### src/logic/ps2_pkg.sv
package ps2_pkg;

	//////////////////////////////
	// Bus timing in clk cycles
	//////////////////////////////

	// One phase of the clock the device generates
	localparam logic [31:0] HALF_BIT_CYCLES = 32'd8;

	// Clock low this long, then data low, means request-to-send
	localparam logic [31:0] INHIBIT_CYCLES = 32'd40;

	// Clock high this long before a transmit may start
	localparam logic [31:0] IDLE_CYCLES = 32'd48;

	localparam int unsigned LEVEL_COUNT_W = 7;

	// Bits per frame as seen by the shifter
	localparam logic [3:0] TX_FRAME_BITS = 4'd11;
	localparam logic [3:0] RX_FRAME_BITS = 4'd10;

	// Host model wait limit
	localparam int HOST_TIMEOUT_CYCLES = 2000;

	//////////////////////////////
	// Shared types
	//////////////////////////////

	typedef enum logic [3:0] {
		ST_IDLE,
		ST_RX_LOW,
		ST_RX_HIGH,
		ST_ACK_LOW,
		ST_ACK_HIGH,
		ST_RX_HOLD,
		ST_TX_HIGH,
		ST_TX_LOW,
		ST_TX_END
	} ps2_state_t;

	typedef enum logic [2:0] {
		OP_HOLD,
		OP_LOAD_TX,
		OP_CLEAR,
		OP_SAMPLE,
		OP_ADVANCE
	} shift_op_t;

endpackage
### src/logic/ps2_device.sv
`timescale 1ns/1ps

module ps2_device (
	input  logic clk,
	input  logic reset,
	input  logic ps2_clock_in,
	input  logic ps2_data_in,
	input  logic rx_ready,
	input  logic [7:0] tx_data,
	input  logic tx_valid,
	output logic ps2_clock_oe,
	output logic ps2_data_oe,
	output logic [7:0] rx_data,
	output logic rx_valid,
	output logic tx_ready,
	output logic cmd_error
);
	import ps2_pkg::*;

	logic tick_run;
	logic half_tick;
	logic clock_held_low;
	logic clock_held_high;
	shift_op_t shift_op;
	logic out_bit;
	logic frame_done;
	logic frame_ok;

	ps2_line_timer i_line_timer (
		.clk             (clk),
		.reset           (reset),
		.ps2_clock_in    (ps2_clock_in),
		.tick_run        (tick_run),
		.half_tick       (half_tick),
		.clock_held_low  (clock_held_low),
		.clock_held_high (clock_held_high)
	);

	// Received bits come straight off the data line
	ps2_frame_shifter i_frame_shifter (
		.clk        (clk),
		.reset      (reset),
		.shift_op   (shift_op),
		.tx_byte    (tx_data),
		.sample_bit (ps2_data_in),
		.out_bit    (out_bit),
		.frame_done (frame_done),
		.frame_ok   (frame_ok),
		.rx_byte    (rx_data)
	);

	ps2_device_fsm i_device_fsm (
		.clk             (clk),
		.reset           (reset),
		.ps2_clock_in    (ps2_clock_in),
		.ps2_data_in     (ps2_data_in),
		.half_tick       (half_tick),
		.clock_held_low  (clock_held_low),
		.clock_held_high (clock_held_high),
		.frame_done      (frame_done),
		.frame_ok        (frame_ok),
		.out_bit         (out_bit),
		.tx_valid        (tx_valid),
		.rx_ready        (rx_ready),
		.tick_run        (tick_run),
		.shift_op        (shift_op),
		.ps2_clock_oe    (ps2_clock_oe),
		.ps2_data_oe     (ps2_data_oe),
		.rx_valid        (rx_valid),
		.tx_ready        (tx_ready),
		.cmd_error       (cmd_error)
	);

endmodule

### src/logic/ps2_device_fsm.sv
`timescale 1ns/1ps

module ps2_device_fsm (
	input  logic clk,
	input  logic reset,
	input  logic ps2_clock_in,
	input  logic ps2_data_in,
	input  logic half_tick,
	input  logic clock_held_low,
	input  logic clock_held_high,
	input  logic frame_done,
	input  logic frame_ok,
	input  logic out_bit,
	input  logic tx_valid,
	input  logic rx_ready,
	output logic tick_run,
	output ps2_pkg::shift_op_t shift_op,
	output logic ps2_clock_oe,
	output logic ps2_data_oe,
	output logic rx_valid,
	output logic tx_ready,
	output logic cmd_error
);
	import ps2_pkg::*;

	ps2_state_t state;
	ps2_state_t state_next;
	logic rts_seen;
	logic frame_bad;
	logic tx_finish;

	//////////////////////////////
	// Next state
	//////////////////////////////

	always_comb
	begin
		state_next = state;
		shift_op = OP_HOLD;
		case (state)
			ST_IDLE:
			begin
				// Host request wins over a waiting byte
				if (rts_seen && ps2_clock_in)
				begin
					state_next = ST_RX_LOW;
					shift_op = OP_CLEAR;
				end
				else if (tx_valid && clock_held_high)
				begin
					state_next = ST_TX_HIGH;
					shift_op = OP_LOAD_TX;
				end
			end
			ST_RX_LOW:
			begin
				// Sample as our clock rises
				if (half_tick)
				begin
					state_next = ST_RX_HIGH;
					shift_op = OP_SAMPLE;
				end
			end
			ST_RX_HIGH:
			begin
				if (half_tick && frame_done)
					state_next = frame_ok ? ST_ACK_LOW : ST_IDLE;
				else if (half_tick)
					state_next = ST_RX_LOW;
			end
			ST_ACK_LOW:
				if (half_tick)
					state_next = ST_ACK_HIGH;
			ST_ACK_HIGH:
				if (half_tick)
					state_next = ST_RX_HOLD;
			ST_RX_HOLD:
				if (rx_ready)
					state_next = ST_IDLE;
			ST_TX_HIGH:
			begin
				// Line low without us pulling it means host inhibit
				if (frame_done)
					state_next = ST_TX_END;
				else if (!ps2_clock_in)
					state_next = ST_IDLE;
				else if (half_tick)
					state_next = ST_TX_LOW;
			end
			ST_TX_LOW:
			begin
				if (half_tick)
				begin
					state_next = ST_TX_HIGH;
					shift_op = OP_ADVANCE;
				end
			end
			ST_TX_END:
				if (half_tick)
					state_next = ST_IDLE;
			default:
				state_next = ST_IDLE;
		endcase
	end

	assign frame_bad = (state == ST_RX_HIGH) && half_tick && frame_done && !frame_ok;
	assign tx_finish = (state == ST_TX_END) && half_tick;

	//////////////////////////////
	// Registers
	//////////////////////////////

	always_ff @(posedge clk or negedge reset)
	begin
		if (!reset)
		begin
			state <= ST_IDLE;
			rts_seen <= 1'b0;
			rx_valid <= 1'b0;
			tx_ready <= 1'b0;
			cmd_error <= 1'b0;
		end
		else
		begin
			state <= state_next;
			// Cleared as soon as the host lets data go
			rts_seen <= (state_next == ST_IDLE) && !ps2_data_in &&
				(rts_seen || clock_held_low);
			rx_valid <= (state_next == ST_RX_HOLD);
			tx_ready <= tx_finish;
			cmd_error <= frame_bad;
		end
	end

	//////////////////////////////
	// Bus drive
	//////////////////////////////

	assign tick_run = state inside {ST_RX_LOW, ST_RX_HIGH, ST_ACK_LOW, ST_ACK_HIGH,
		ST_TX_HIGH, ST_TX_LOW, ST_TX_END};

	assign ps2_clock_oe = state inside {ST_RX_LOW, ST_ACK_LOW, ST_TX_LOW};

	// out_bit is zero throughout the acknowledge
	assign ps2_data_oe = !out_bit &&
		(state inside {ST_TX_HIGH, ST_TX_LOW, ST_ACK_LOW, ST_ACK_HIGH});

endmodule

### src/logic/ps2_frame_shifter.sv
`timescale 1ns/1ps

module ps2_frame_shifter (
	input  logic clk,
	input  logic reset,
	input  ps2_pkg::shift_op_t shift_op,
	input  logic [7:0] tx_byte,
	input  logic sample_bit,
	output logic out_bit,
	output logic frame_done,
	output logic frame_ok,
	output logic [7:0] rx_byte
);
	import ps2_pkg::*;

	// Bit 0 is the next bit on the wire
	logic [10:0] tx_frame;
	// Fills from the top, d0 ends up in bit 0
	logic [9:0] rx_frame;
	logic [3:0] bit_count;
	logic tx_mode;

	//////////////////////////////
	// Bit counter and direction
	//////////////////////////////

	always_ff @(posedge clk or negedge reset)
	begin
		if (!reset)
		begin
			bit_count <= '0;
			tx_mode <= 1'b0;
		end
		else
		begin
			case (shift_op)
				OP_LOAD_TX:
				begin
					bit_count <= '0;
					tx_mode <= 1'b1;
				end
				OP_CLEAR:
				begin
					bit_count <= '0;
					tx_mode <= 1'b0;
				end
				OP_SAMPLE, OP_ADVANCE:
					bit_count <= bit_count + 1'b1;
				default:
					bit_count <= bit_count;
			endcase
		end
	end

	//////////////////////////////
	// Frame data
	//////////////////////////////

	// Start, data LSB first, odd parity, stop
	always_ff @(posedge clk)
	begin
		case (shift_op)
			OP_LOAD_TX:
				tx_frame <= {1'b1, ~^tx_byte, tx_byte, 1'b0};
			// Zero on the line for the acknowledge
			OP_CLEAR:
				tx_frame <= '0;
			OP_ADVANCE:
				tx_frame <= {1'b1, tx_frame[10:1]};
			default:
				tx_frame <= tx_frame;
		endcase
	end

	always_ff @(posedge clk)
	begin
		if (shift_op == OP_SAMPLE)
			rx_frame <= {sample_bit, rx_frame[9:1]};
	end

	assign out_bit = tx_frame[0];
	assign frame_done = (bit_count == (tx_mode ? TX_FRAME_BITS : RX_FRAME_BITS));

	// Nine bits odd and stop high
	assign frame_ok = rx_frame[9] && (^rx_frame[8:0]);
	assign rx_byte = rx_frame[7:0];

endmodule

### src/logic/ps2_line_timer.sv
`timescale 1ns/1ps

module ps2_line_timer (
	input  logic clk,
	input  logic reset,
	input  logic ps2_clock_in,
	input  logic tick_run,
	output logic half_tick,
	output logic clock_held_low,
	output logic clock_held_high
);
	import ps2_pkg::*;

	logic clock_prev;
	logic [LEVEL_COUNT_W-1:0] level_count;
	logic [LEVEL_COUNT_W-1:0] tick_count;

	//////////////////////////////
	// Clock line level duration
	//////////////////////////////

	// Restarts on every edge of the line, sticks at all ones
	always_ff @(posedge clk or negedge reset)
	begin
		if (!reset)
		begin
			clock_prev <= 1'b1;
			level_count <= '0;
		end
		else
		begin
			clock_prev <= ps2_clock_in;
			if (ps2_clock_in != clock_prev)
				level_count <= '0;
			else if (level_count != '1)
				level_count <= level_count + 1'b1;
		end
	end

	assign clock_held_low = !clock_prev &&
		(level_count >= LEVEL_COUNT_W'(INHIBIT_CYCLES - 1));

	assign clock_held_high = clock_prev &&
		(level_count >= LEVEL_COUNT_W'(IDLE_CYCLES - 1));

	//////////////////////////////
	// Half-bit divider
	//////////////////////////////

	// Held at zero while idle so the first phase is full length
	always_ff @(posedge clk or negedge reset)
	begin
		if (!reset)
			tick_count <= '0;
		else if (!tick_run || half_tick)
			tick_count <= '0;
		else
			tick_count <= tick_count + 1'b1;
	end

	// Last cycle of the current phase
	assign half_tick = tick_run &&
		(tick_count == LEVEL_COUNT_W'(HALF_BIT_CYCLES - 1));

endmodule

### config.mk
export PLATFORM = sky130hd
export DESIGN_NAME = ps2_device
export DESIGN_NICKNAME = d
export VERILOG_FILES = /design/src/logic/ps2_pkg.sv /design/src/logic/ps2_device.sv /design/src/logic/ps2_device_fsm.sv /design/src/logic/ps2_frame_shifter.sv /design/src/logic/ps2_line_timer.sv
export SDC_FILE = /design/constraint.sdc
export NUM_CORES = 1
export LEC_CHECK = 0
export ABC_AREA = 1
export BUFFER_PORTS_ARGS = -buffer_cell sky130_fd_sc_hd__buf_2
export CORE_MARGIN = 3
export CORE_UTILIZATION = 55
export CTS_BUF_LIST = sky130_fd_sc_hd__clkbuf_4
export DETAILED_ROUTE_END_ITERATION = 6
export GPL_ROUTABILITY_DRIVEN = 0
export GPL_TIMING_DRIVEN = 0
export PLACE_DENSITY = 0.86
export RECOVER_POWER = 100
export SYNTH_ARGS = -nofsm -noshare
export SYNTH_HDL_FRONTEND = slang
export SYNTH_SLANG_ARGS = --single-unit
export TNS_END_PERCENT = 30
### constraint.sdc
create_clock -name clk -period 2.9 [get_ports clk]
set_input_delay 0.145 -clock clk [delete_from_list [all_inputs] [get_ports clk]]
set_output_delay 0.145 -clock clk [all_outputs]
set_load 0.05 [all_outputs]
==> results by group, run 1 <==
Synth
  – Async SR Flop Fraction: 57.14%
  – Number of synthesized flops with an enable pin: 21
  – Top_reg_cell synth: dfrtp_1
  – Synth Net Count: 332
  – Post-synthesis sequential area ratio: 49.95%
  – Distinct cell type count after synthesis: 34
  – Mapped Avg Cell Area: 8.468 sq um
  – YS warnings: 0
  – Synthesized instance count: 315
  – Seq cells post-synth: 49
  – Synth Cell Area: 0.002668 sq mm

Finish
  – Layout area overhead: 9.662%
  – Final core utilization: 64.94%
  – # diodes: 0
  – Layout cell share with drive strength beyond 1: 12.78%
  – Nets: 368
  – Final instance count without filler cells: 404

Worst setup path
  – Worst setup path class: register to register
  – Crit path max-delay cell type: dfrtp_1
  – Peak per-stage delay on the critical path: 0.48 ns
  – Reg2Reg Depth: 10
  – Critical Path RT: 2.95 ns
  – Crit end category: register
  – CP Max Fanout: 11
  – Startpoint types: register
  – CP arrival: 2.49 ns
  – CP most frequent cell: nand2_1
  – Crit path cell chain: inv_1, nand2_1, nor3_1, nor2_2, nand2_1, nand2_1, nor2_4, inv_2, buf_2, nand2_1

Drt
  – Via/cell ratio: 5.131
  – Avg WL per Cell: 12.41 um
  – Top Metal Used: met4
  – Post-DRT Antenna Nets: 0
  – Drt total wl: 5.013 mm
  – Metal2 WL: 2.500 mm
  – DRC: 0
  – Met3 WL post-DR: 215 um
  – Iter 0 DRT Violations: 108
  – Vias: 2073
  – Initial DRT Pass Iterations: 4
  – Wl on met1: 2.223 mm

Timing
  – Fmax: 0.4101 GHz
  – Crit share post-route: 84.09%
  – Unrepaired setup endpoints after global routing: false
  – Final setup vio count: 0
  – Max Slew Vio Count: 29
  – Minimum clock period: 2.439 ns
  – Final hold violations: 0
  – Slew headroom: -1.559%
  – Slew @ Worst Pin: 1.523 ns
  – Setup_tns: 0 ns
  – Final setup margin: 0.4614 ns
  – Clock Skew: 0.01752 ns

Die
  – # IOs: 27
  – Site Rows: 24
  – DIE HEIGHT: 75.64 um
  – DIE AREA: 0.005721 sq mm
  – Initial core utilization: 59.22%
  – DIE WIDTH: 75.64 um
  – Core Area: 0.004504 sq mm

Global routing
  – Initial antenna violation count: 0
  – GRT Total Usage: 19.14%
  – Overflow after GRT: 0
  – First-pass GRT wire length: 8.238 mm
  – Largest net degree at the start of global routing: 29
  – Vias in the first global route: 1907

Placed design
  – DP Worst Slack: 0.5519 ns
  – PortBufs: 26
  – Post-Place Cells: 393
  – Hpwl dp: 3.765 mm

Clocking
  – Clock buffer depth: 2
  – CTS tree: yes
  – Setup bufs post-CTS: 0
  – CTS buffer count: 5
  – Clock H-tree levels: 2
  – Worst-path clk slew: 0.15 ns
  – Clock Latency Late Sink: 0.38 ns
  – Root Driver: clkbuf_4
  – Sink Count: 49

Pwr
  – Worst vdd ir: 0.0002905 V
  – Total power: 0.001301 W
  – Pleak: 1.397 nW
  – Cell area power density: 444.7 mW/mm^2

Worst hold path
  – Hold path depth: 3
  – Hold Path Class: primary input to register

Outcome
  – Violated checks: capacitance limit, slew limit
  – Status: finished, violations left

Run
  – Max Cap Viol: 1
==> power by group <==
group	leakage [nW]	switching [W]	internal, W
Sequential	0.553	0.0000194	0.000743
Clock	0.0389	0.000222	0.000179
Combinational	0.805	0.0000822	0.0000552
Total	1.40	0.000324	0.000977
==> final cells by class <==
type / instances / area (sq um)
repair buffers: 29 / 140.1
plain buffers: 11 / 88.84
clock inverters: 3 / 41.29
clock buffers: 5 / 37.54
fillers: 382 / 1579
multi-input cells: 212 / 1059
inverters: 43 / 161.4
flip-flops and latches: 49 / 1333
well taps: 52 / 65.06
==> per-stage QoR <==
step	area [sq um]	hold slack (ns)
after floorplan	2668	-0.1506
after global routing	2925	0.07468
after detailed placement	2863	0.2046
final	2925	0.07350
after global placement	2863	0.2043
after CTS	2972	0.06841
==> cells in the final DEF, fill, tap and decap left out, drive strengths merged, types with 2 or more instances in the layout <==
cell type,instances
nand3,31
xor2,6
buf,20
a21oi,10
inv,43
nor3,6
nor3b,3
xnor2,9
dlygate4sd3,3
edfxtp,21
nor4,2
nand2,88
clkbuf,22
o21ai,12
dfrtp,27
ha,3
nor2,37
==> state kept, by name, summed over array words and instances (netlist names) <==
register and flops:
i_device_fsm.rx_valid 1, i_frame_shifter.tx_frame 11, i_line_timer.level_count 7, i_device_fsm.tx_ready 1, i_line_timer.clock_prev 1, i_frame_shifter.bit_count 4, i_device_fsm.state 4, i_frame_shifter.rx_frame 10
i_frame_shifter.tx_mode 1, i_device_fsm.rts_seen 1, i_device_fsm.cmd_error 1, i_line_timer.tick_count 7
==> cells in the mapped netlist, types with 5 or more instances <==
| library cell | n | area (sq um) |
|---|---|---|
| nor3_1 | 5 | 25.02 |
| inv_1 | 37 | 138.9 |
| inv_2 | 6 | 22.52 |
| buf_4 | 8 | 60.06 |
| edfxtp_1 | 21 | 630.6 |
| nor2_1 | 32 | 120.1 |
| o21ai_0 | 7 | 35.03 |
| dfrtp_1 | 27 | 675.7 |
| xor2_1 | 6 | 52.55 |
| a21oi_1 | 9 | 45.04 |
| nand3_1 | 31 | 155.2 |
| nand2_2 | 6 | 37.54 |
| xnor2_1 | 9 | 78.83 |
| nand2_1 | 81 | 304.0 |
==> timing repair <==
item                                   CTS  global route
hold buffers                             3             0
resized for setup                        0             0
setup endpoints to repair                0             0
endpoints found under the hold margin   29             0
==> path summary, 6_finish.rpt <==
kind | endpoint | start | slack (ns)
max in group asynchronous | i_line_timer.level_count[5]$_DFFE_PN0P_ | reset | 1.35
worst min-delay path | i_frame_shifter.tx_frame[5]$_DFFE_PP_ | tx_data[4] | 0.07
worst max-delay path | i_frame_shifter.tx_frame[8]$_DFFE_PP_ | i_device_fsm.state[0]$_DFF_PN0_ | 0.46
worst min register to register | i_line_timer.tick_count[0]$_DFF_PN0_ | i_line_timer.tick_count[0]$_DFF_PN0_ | 0.47
worst max register to register | i_frame_shifter.tx_frame[8]$_DFFE_PP_ | i_device_fsm.state[0]$_DFF_PN0_ | 0.46
min in group asynchronous | i_line_timer.tick_count[4]$_DFF_PN0_ | reset | 0.66
==> cells by family (layout without fill, tap and decap cells) <==
kind of cell,count (synthesis),in the layout,synth area share (%)
xor+xnor,15,15,4.925
flops,49,49,49.95
simple gates,169,169,28.75
compound gates,25,25,5.582
fa+ha+maj,3,3,1.407
buf+inv,54,91,9.380
==> worst max-delay path, delay by kind of cell, from the launching register on <==
family | cells | cell delay (ns)
DFF | 1 | 0.48
buffers and inverters | 3 | 0.36
and+or+nand+nor | 7 | 1.28
==> per-layer routing <==
layer / vias up / global-route usage (%)
met5: - / 0
met4: 0 / 6.796
met3: 9 / 4.354
met2: 47 / 32.31
met1: 944 / 24.15
li1: 1073 / -
Note: power is estimated with default switching activity, not from simulation.
==> run 2: changes to the inputs <==
ABC_AREA = 0   (was 1)
clock period = 2.35 ns   (was 2.9 ns; I/O delays follow)
==> results by group, run 2 <==
Pwr
  – Worst vdd ir: 0.0003618 V
  – Cell area power density: 526.9 mW/mm^2
  – Internal power: 0.001195 W
  – Sw frac: 22.22%
  – Clk pwr share: 31.3%
  – Combinational Power Share: 8.6%
  – Sequential share of power: 60.1%
  – Net Switching: 0.0003414 W
  – Pleak: 1.221 nW

Placed design
  – DP Worst Slack: -0.3610 ns
  – Cell area after placement: 0.002690 sq mm
  – PortBufs: 26
  – Post-Place Cells: 312
  – Hpwl dp: 3.327 mm

Drt
  – Met3 WL post-DR: 284 um
  – Drt total wl: 4.869 mm
  – Post-DRT Antenna Nets: 0
  – Metal2 WL: 2.432 mm
  – Avg WL per Cell: 14.41 um
  – DRC: 0
  – Vias: 1901
  – Via/cell ratio: 5.624
  – Initial DRT Pass Iterations: 4
  – Top Metal Used: met4
  – Iter 0 DRT Violations: 142
  – Wl on met1: 2.060 mm

Synth
  – Post-synthesis compound-gate area fraction: 12.42%
  – Largest family of logic cells by synthesized area: simple AND/OR/NAND/NOR gates
  – Async SR Flop Fraction: 57.14%
  – Simple-Gate Fraction of Synth Area: 17.63%
  – Synthesized instance count: 236
  – Post-synthesis sequential area ratio: 53.79%
  – Seq cells post-synth: 49
  – Synth Net Count: 253
  – Distinct cell type count after synthesis: 50
  – Proportion of synthesized area in mux cells: 0.4040%
  – Commonest cells in the synthesized netlist: nand2_1, dfrtp_1, edfxtp_1, nor2_1, o21ai_0
  – Top_reg_cell synth: dfrtp_1
  – Adder-cell share of the synthesized area: 1.515%
  – Synth Cell Area: 0.002477 sq mm
  – Xor-xnor portion of the synthesized cell area: 9.394%
  – Mapped Avg Cell Area: 10.50 sq um
  – Synth area leaders: dfrtp_1, edfxtp_1, xnor2_1
  – YS warnings: 0
  – Most frequent cell after synthesis: nand2_1
  – Synth area leader: dfrtp_1
  – Number of synthesized flops with an enable pin: 21
  – Top-area cell type share of the netlist area: 27.27%

Finish
  – Final instance count without filler cells: 338
  – Top reg by flops: i_frame_shifter.tx_frame
  – Commonest non-fill, non-tap cell in the layout: nand2_1
  – Top Registers: i_frame_shifter.tx_frame x11, i_frame_shifter.rx_frame x10
  – Nets: 304
  – Layout area overhead: 17.68%
  – Layout cell share with drive strength beyond 1: 20.49%
  – Commonest cells after routing, fill and taps aside: nand2_1, dfrtp_1, buf_4, edfxtp_1, nor2_1
  – Final Cell Area: 0.002915 sq mm
  – Max FFs per register: 11
  – Final core utilization: 69.87%
  – # diodes: 0

Global routing
  – Largest net degree at the start of global routing: 29
  – Initial antenna violation count: 0
  – GRT Total Usage: 19.58%
  – Overflow after GRT: 0
  – First-pass GRT wire length: 8.073 mm
  – Vias in the first global route: 1794

Worst setup path
  – Critical Path RT: 2.62 ns
  – Crit end category: register
  – Reg2Reg Depth: 9
  – CP Max Fanout: 6
  – CP arrival: 2.54 ns
  – Startpoint types: register
  – Worst setup path class: register to register

Timing
  – Fin Hold WS: 0.1162 ns
  – Slew @ Worst Pin: 1.453 ns
  – Final setup margin: 0.08023 ns
  – Max Slew Vio Count: 0
  – Minimum clock period: 2.270 ns
  – Clock Skew: 0.005756 ns
  – Crit share post-route: 96.59%
  – Final setup vio count: 0
  – Slew headroom: 3.108%
  – Final hold violations: 0
  – Fmax: 0.4406 GHz

Run
  – Max Cap Viol: 0

Clocking
  – Worst-path clk slew: 0.13 ns
  – Sink Count: 49
  – Root Driver: clkbuf_4
  – Clock buffer depth: 2
  – Clock Latency Late Sink: 0.36 ns
  – CTS tree: yes
  – Clock H-tree levels: 2
  – CTS buffer count: 5

Die
  – DIE HEIGHT: 73.12 um
  – Core Area: 0.004173 sq mm
  – # IOs: 27
  – DIE AREA: 0.005346 sq mm
  – DIE WIDTH: 73.12 um
  – Initial core utilization: 59.37%
  – Site Rows: 23

Worst hold path
  – Hold path depth: 3
  – Hold Path Class: primary input to register

Outcome
  – Status: finished clean
[run 2: kinds of logic (layout without fill, tap and decap cells)]
group | count (synthesis) | count (layout)
adder cells (fa/ha/maj) | 3 | 3
AO/OA/AOI/OAI | 46 | 46
XOR/XNOR | 25 | 25
flip-flops | 49 | 49
AND/OR/NAND/NOR | 89 | 89
buffers and inverters | 23 | 75
multiplexers | 1 | 1
[run 2: worst max-delay path, cell delays in order (launching register included)]
cell	delay (ns)
dfrtp_1	0.40
or4_4	0.54
buf_4	0.16
nor2_4	0.16
buf_4	0.13
nand2_1	0.05
o21a_1	0.21
o31ai_4	0.30
inv_2	0.09
nor4_4	0.14
[run 2: layer usage]
layer  vias to the layer above  GRT usage, %
met5                         -             0
met4                         0         8.197
met3                        11         3.581
met2                        66         30.98
met1                       895         26.47
li1                        929             -
[run 2: path summary, 6_finish.rpt]
check / endpoint / slack (ns) / startpoint
max reg2reg: i_device_fsm.rts_seen$_DFF_PN0_ / 0.08 / i_line_timer.tick_count[4]$_DFF_PN0_
min in group asynchronous: i_frame_shifter.bit_count[2]$_DFFE_PN0P_ / 0.62 / reset
min: i_frame_shifter.tx_frame[7]$_DFFE_PP_ / 0.12 / tx_data[6]
min reg2reg: i_line_timer.tick_count[0]$_DFF_PN0_ / 0.47 / i_line_timer.tick_count[0]$_DFF_PN0_
max in group asynchronous: i_device_fsm.cmd_error$_DFF_PN0_ / 0.89 / reset
max: i_device_fsm.rts_seen$_DFF_PN0_ / 0.08 / i_line_timer.tick_count[4]$_DFF_PN0_
[run 2: final cells by class]
cell class | count | area (sq um)
fillers | 313 | 1257
plain buffers | 15 | 100.1
flip-flops and latches | 49 | 1333
multi-input cells | 164 | 1055
clock inverters | 2 | 33.78
well taps | 50 | 62.56
repair buffers | 44 | 256.5
clock buffers | 6 | 45.04
inverters | 8 | 30.03
[run 2: timing repair]
action / 4_1_cts / 5_1_grt
pin swaps: 6 / 3
hold buffers: 3 / 0
endpoints found under the hold margin: 29 / 0
resized for setup: 5 / 6
setup buffers: 11 / 4
endpoints found under the setup margin: 24 / 14
[run 2: power by group through the flow]
stage / Combinational [W] / Sequential (W) / Clock (W)
after global placement: 0.000124 / 0.000940 / 0
after CTS: 0.000134 / 0.000923 / 0.000494
after floorplan: 0.0000865 / 0.000937 / 0
after global routing: 0.000150 / 0.000926 / 0.000522
final: 0.000131 / 0.000923 / 0.000482
after detailed placement: 0.000128 / 0.000941 / 0
[run 2: through the flow]
step                total power, W    TNS, ns
finish                    0.001536          0
global route              0.001597  -0.007542
CTS                       0.001551          0
detailed placement        0.001069     -4.277
global placement          0.001064     -3.823
floorplan                 0.001024    -0.4752
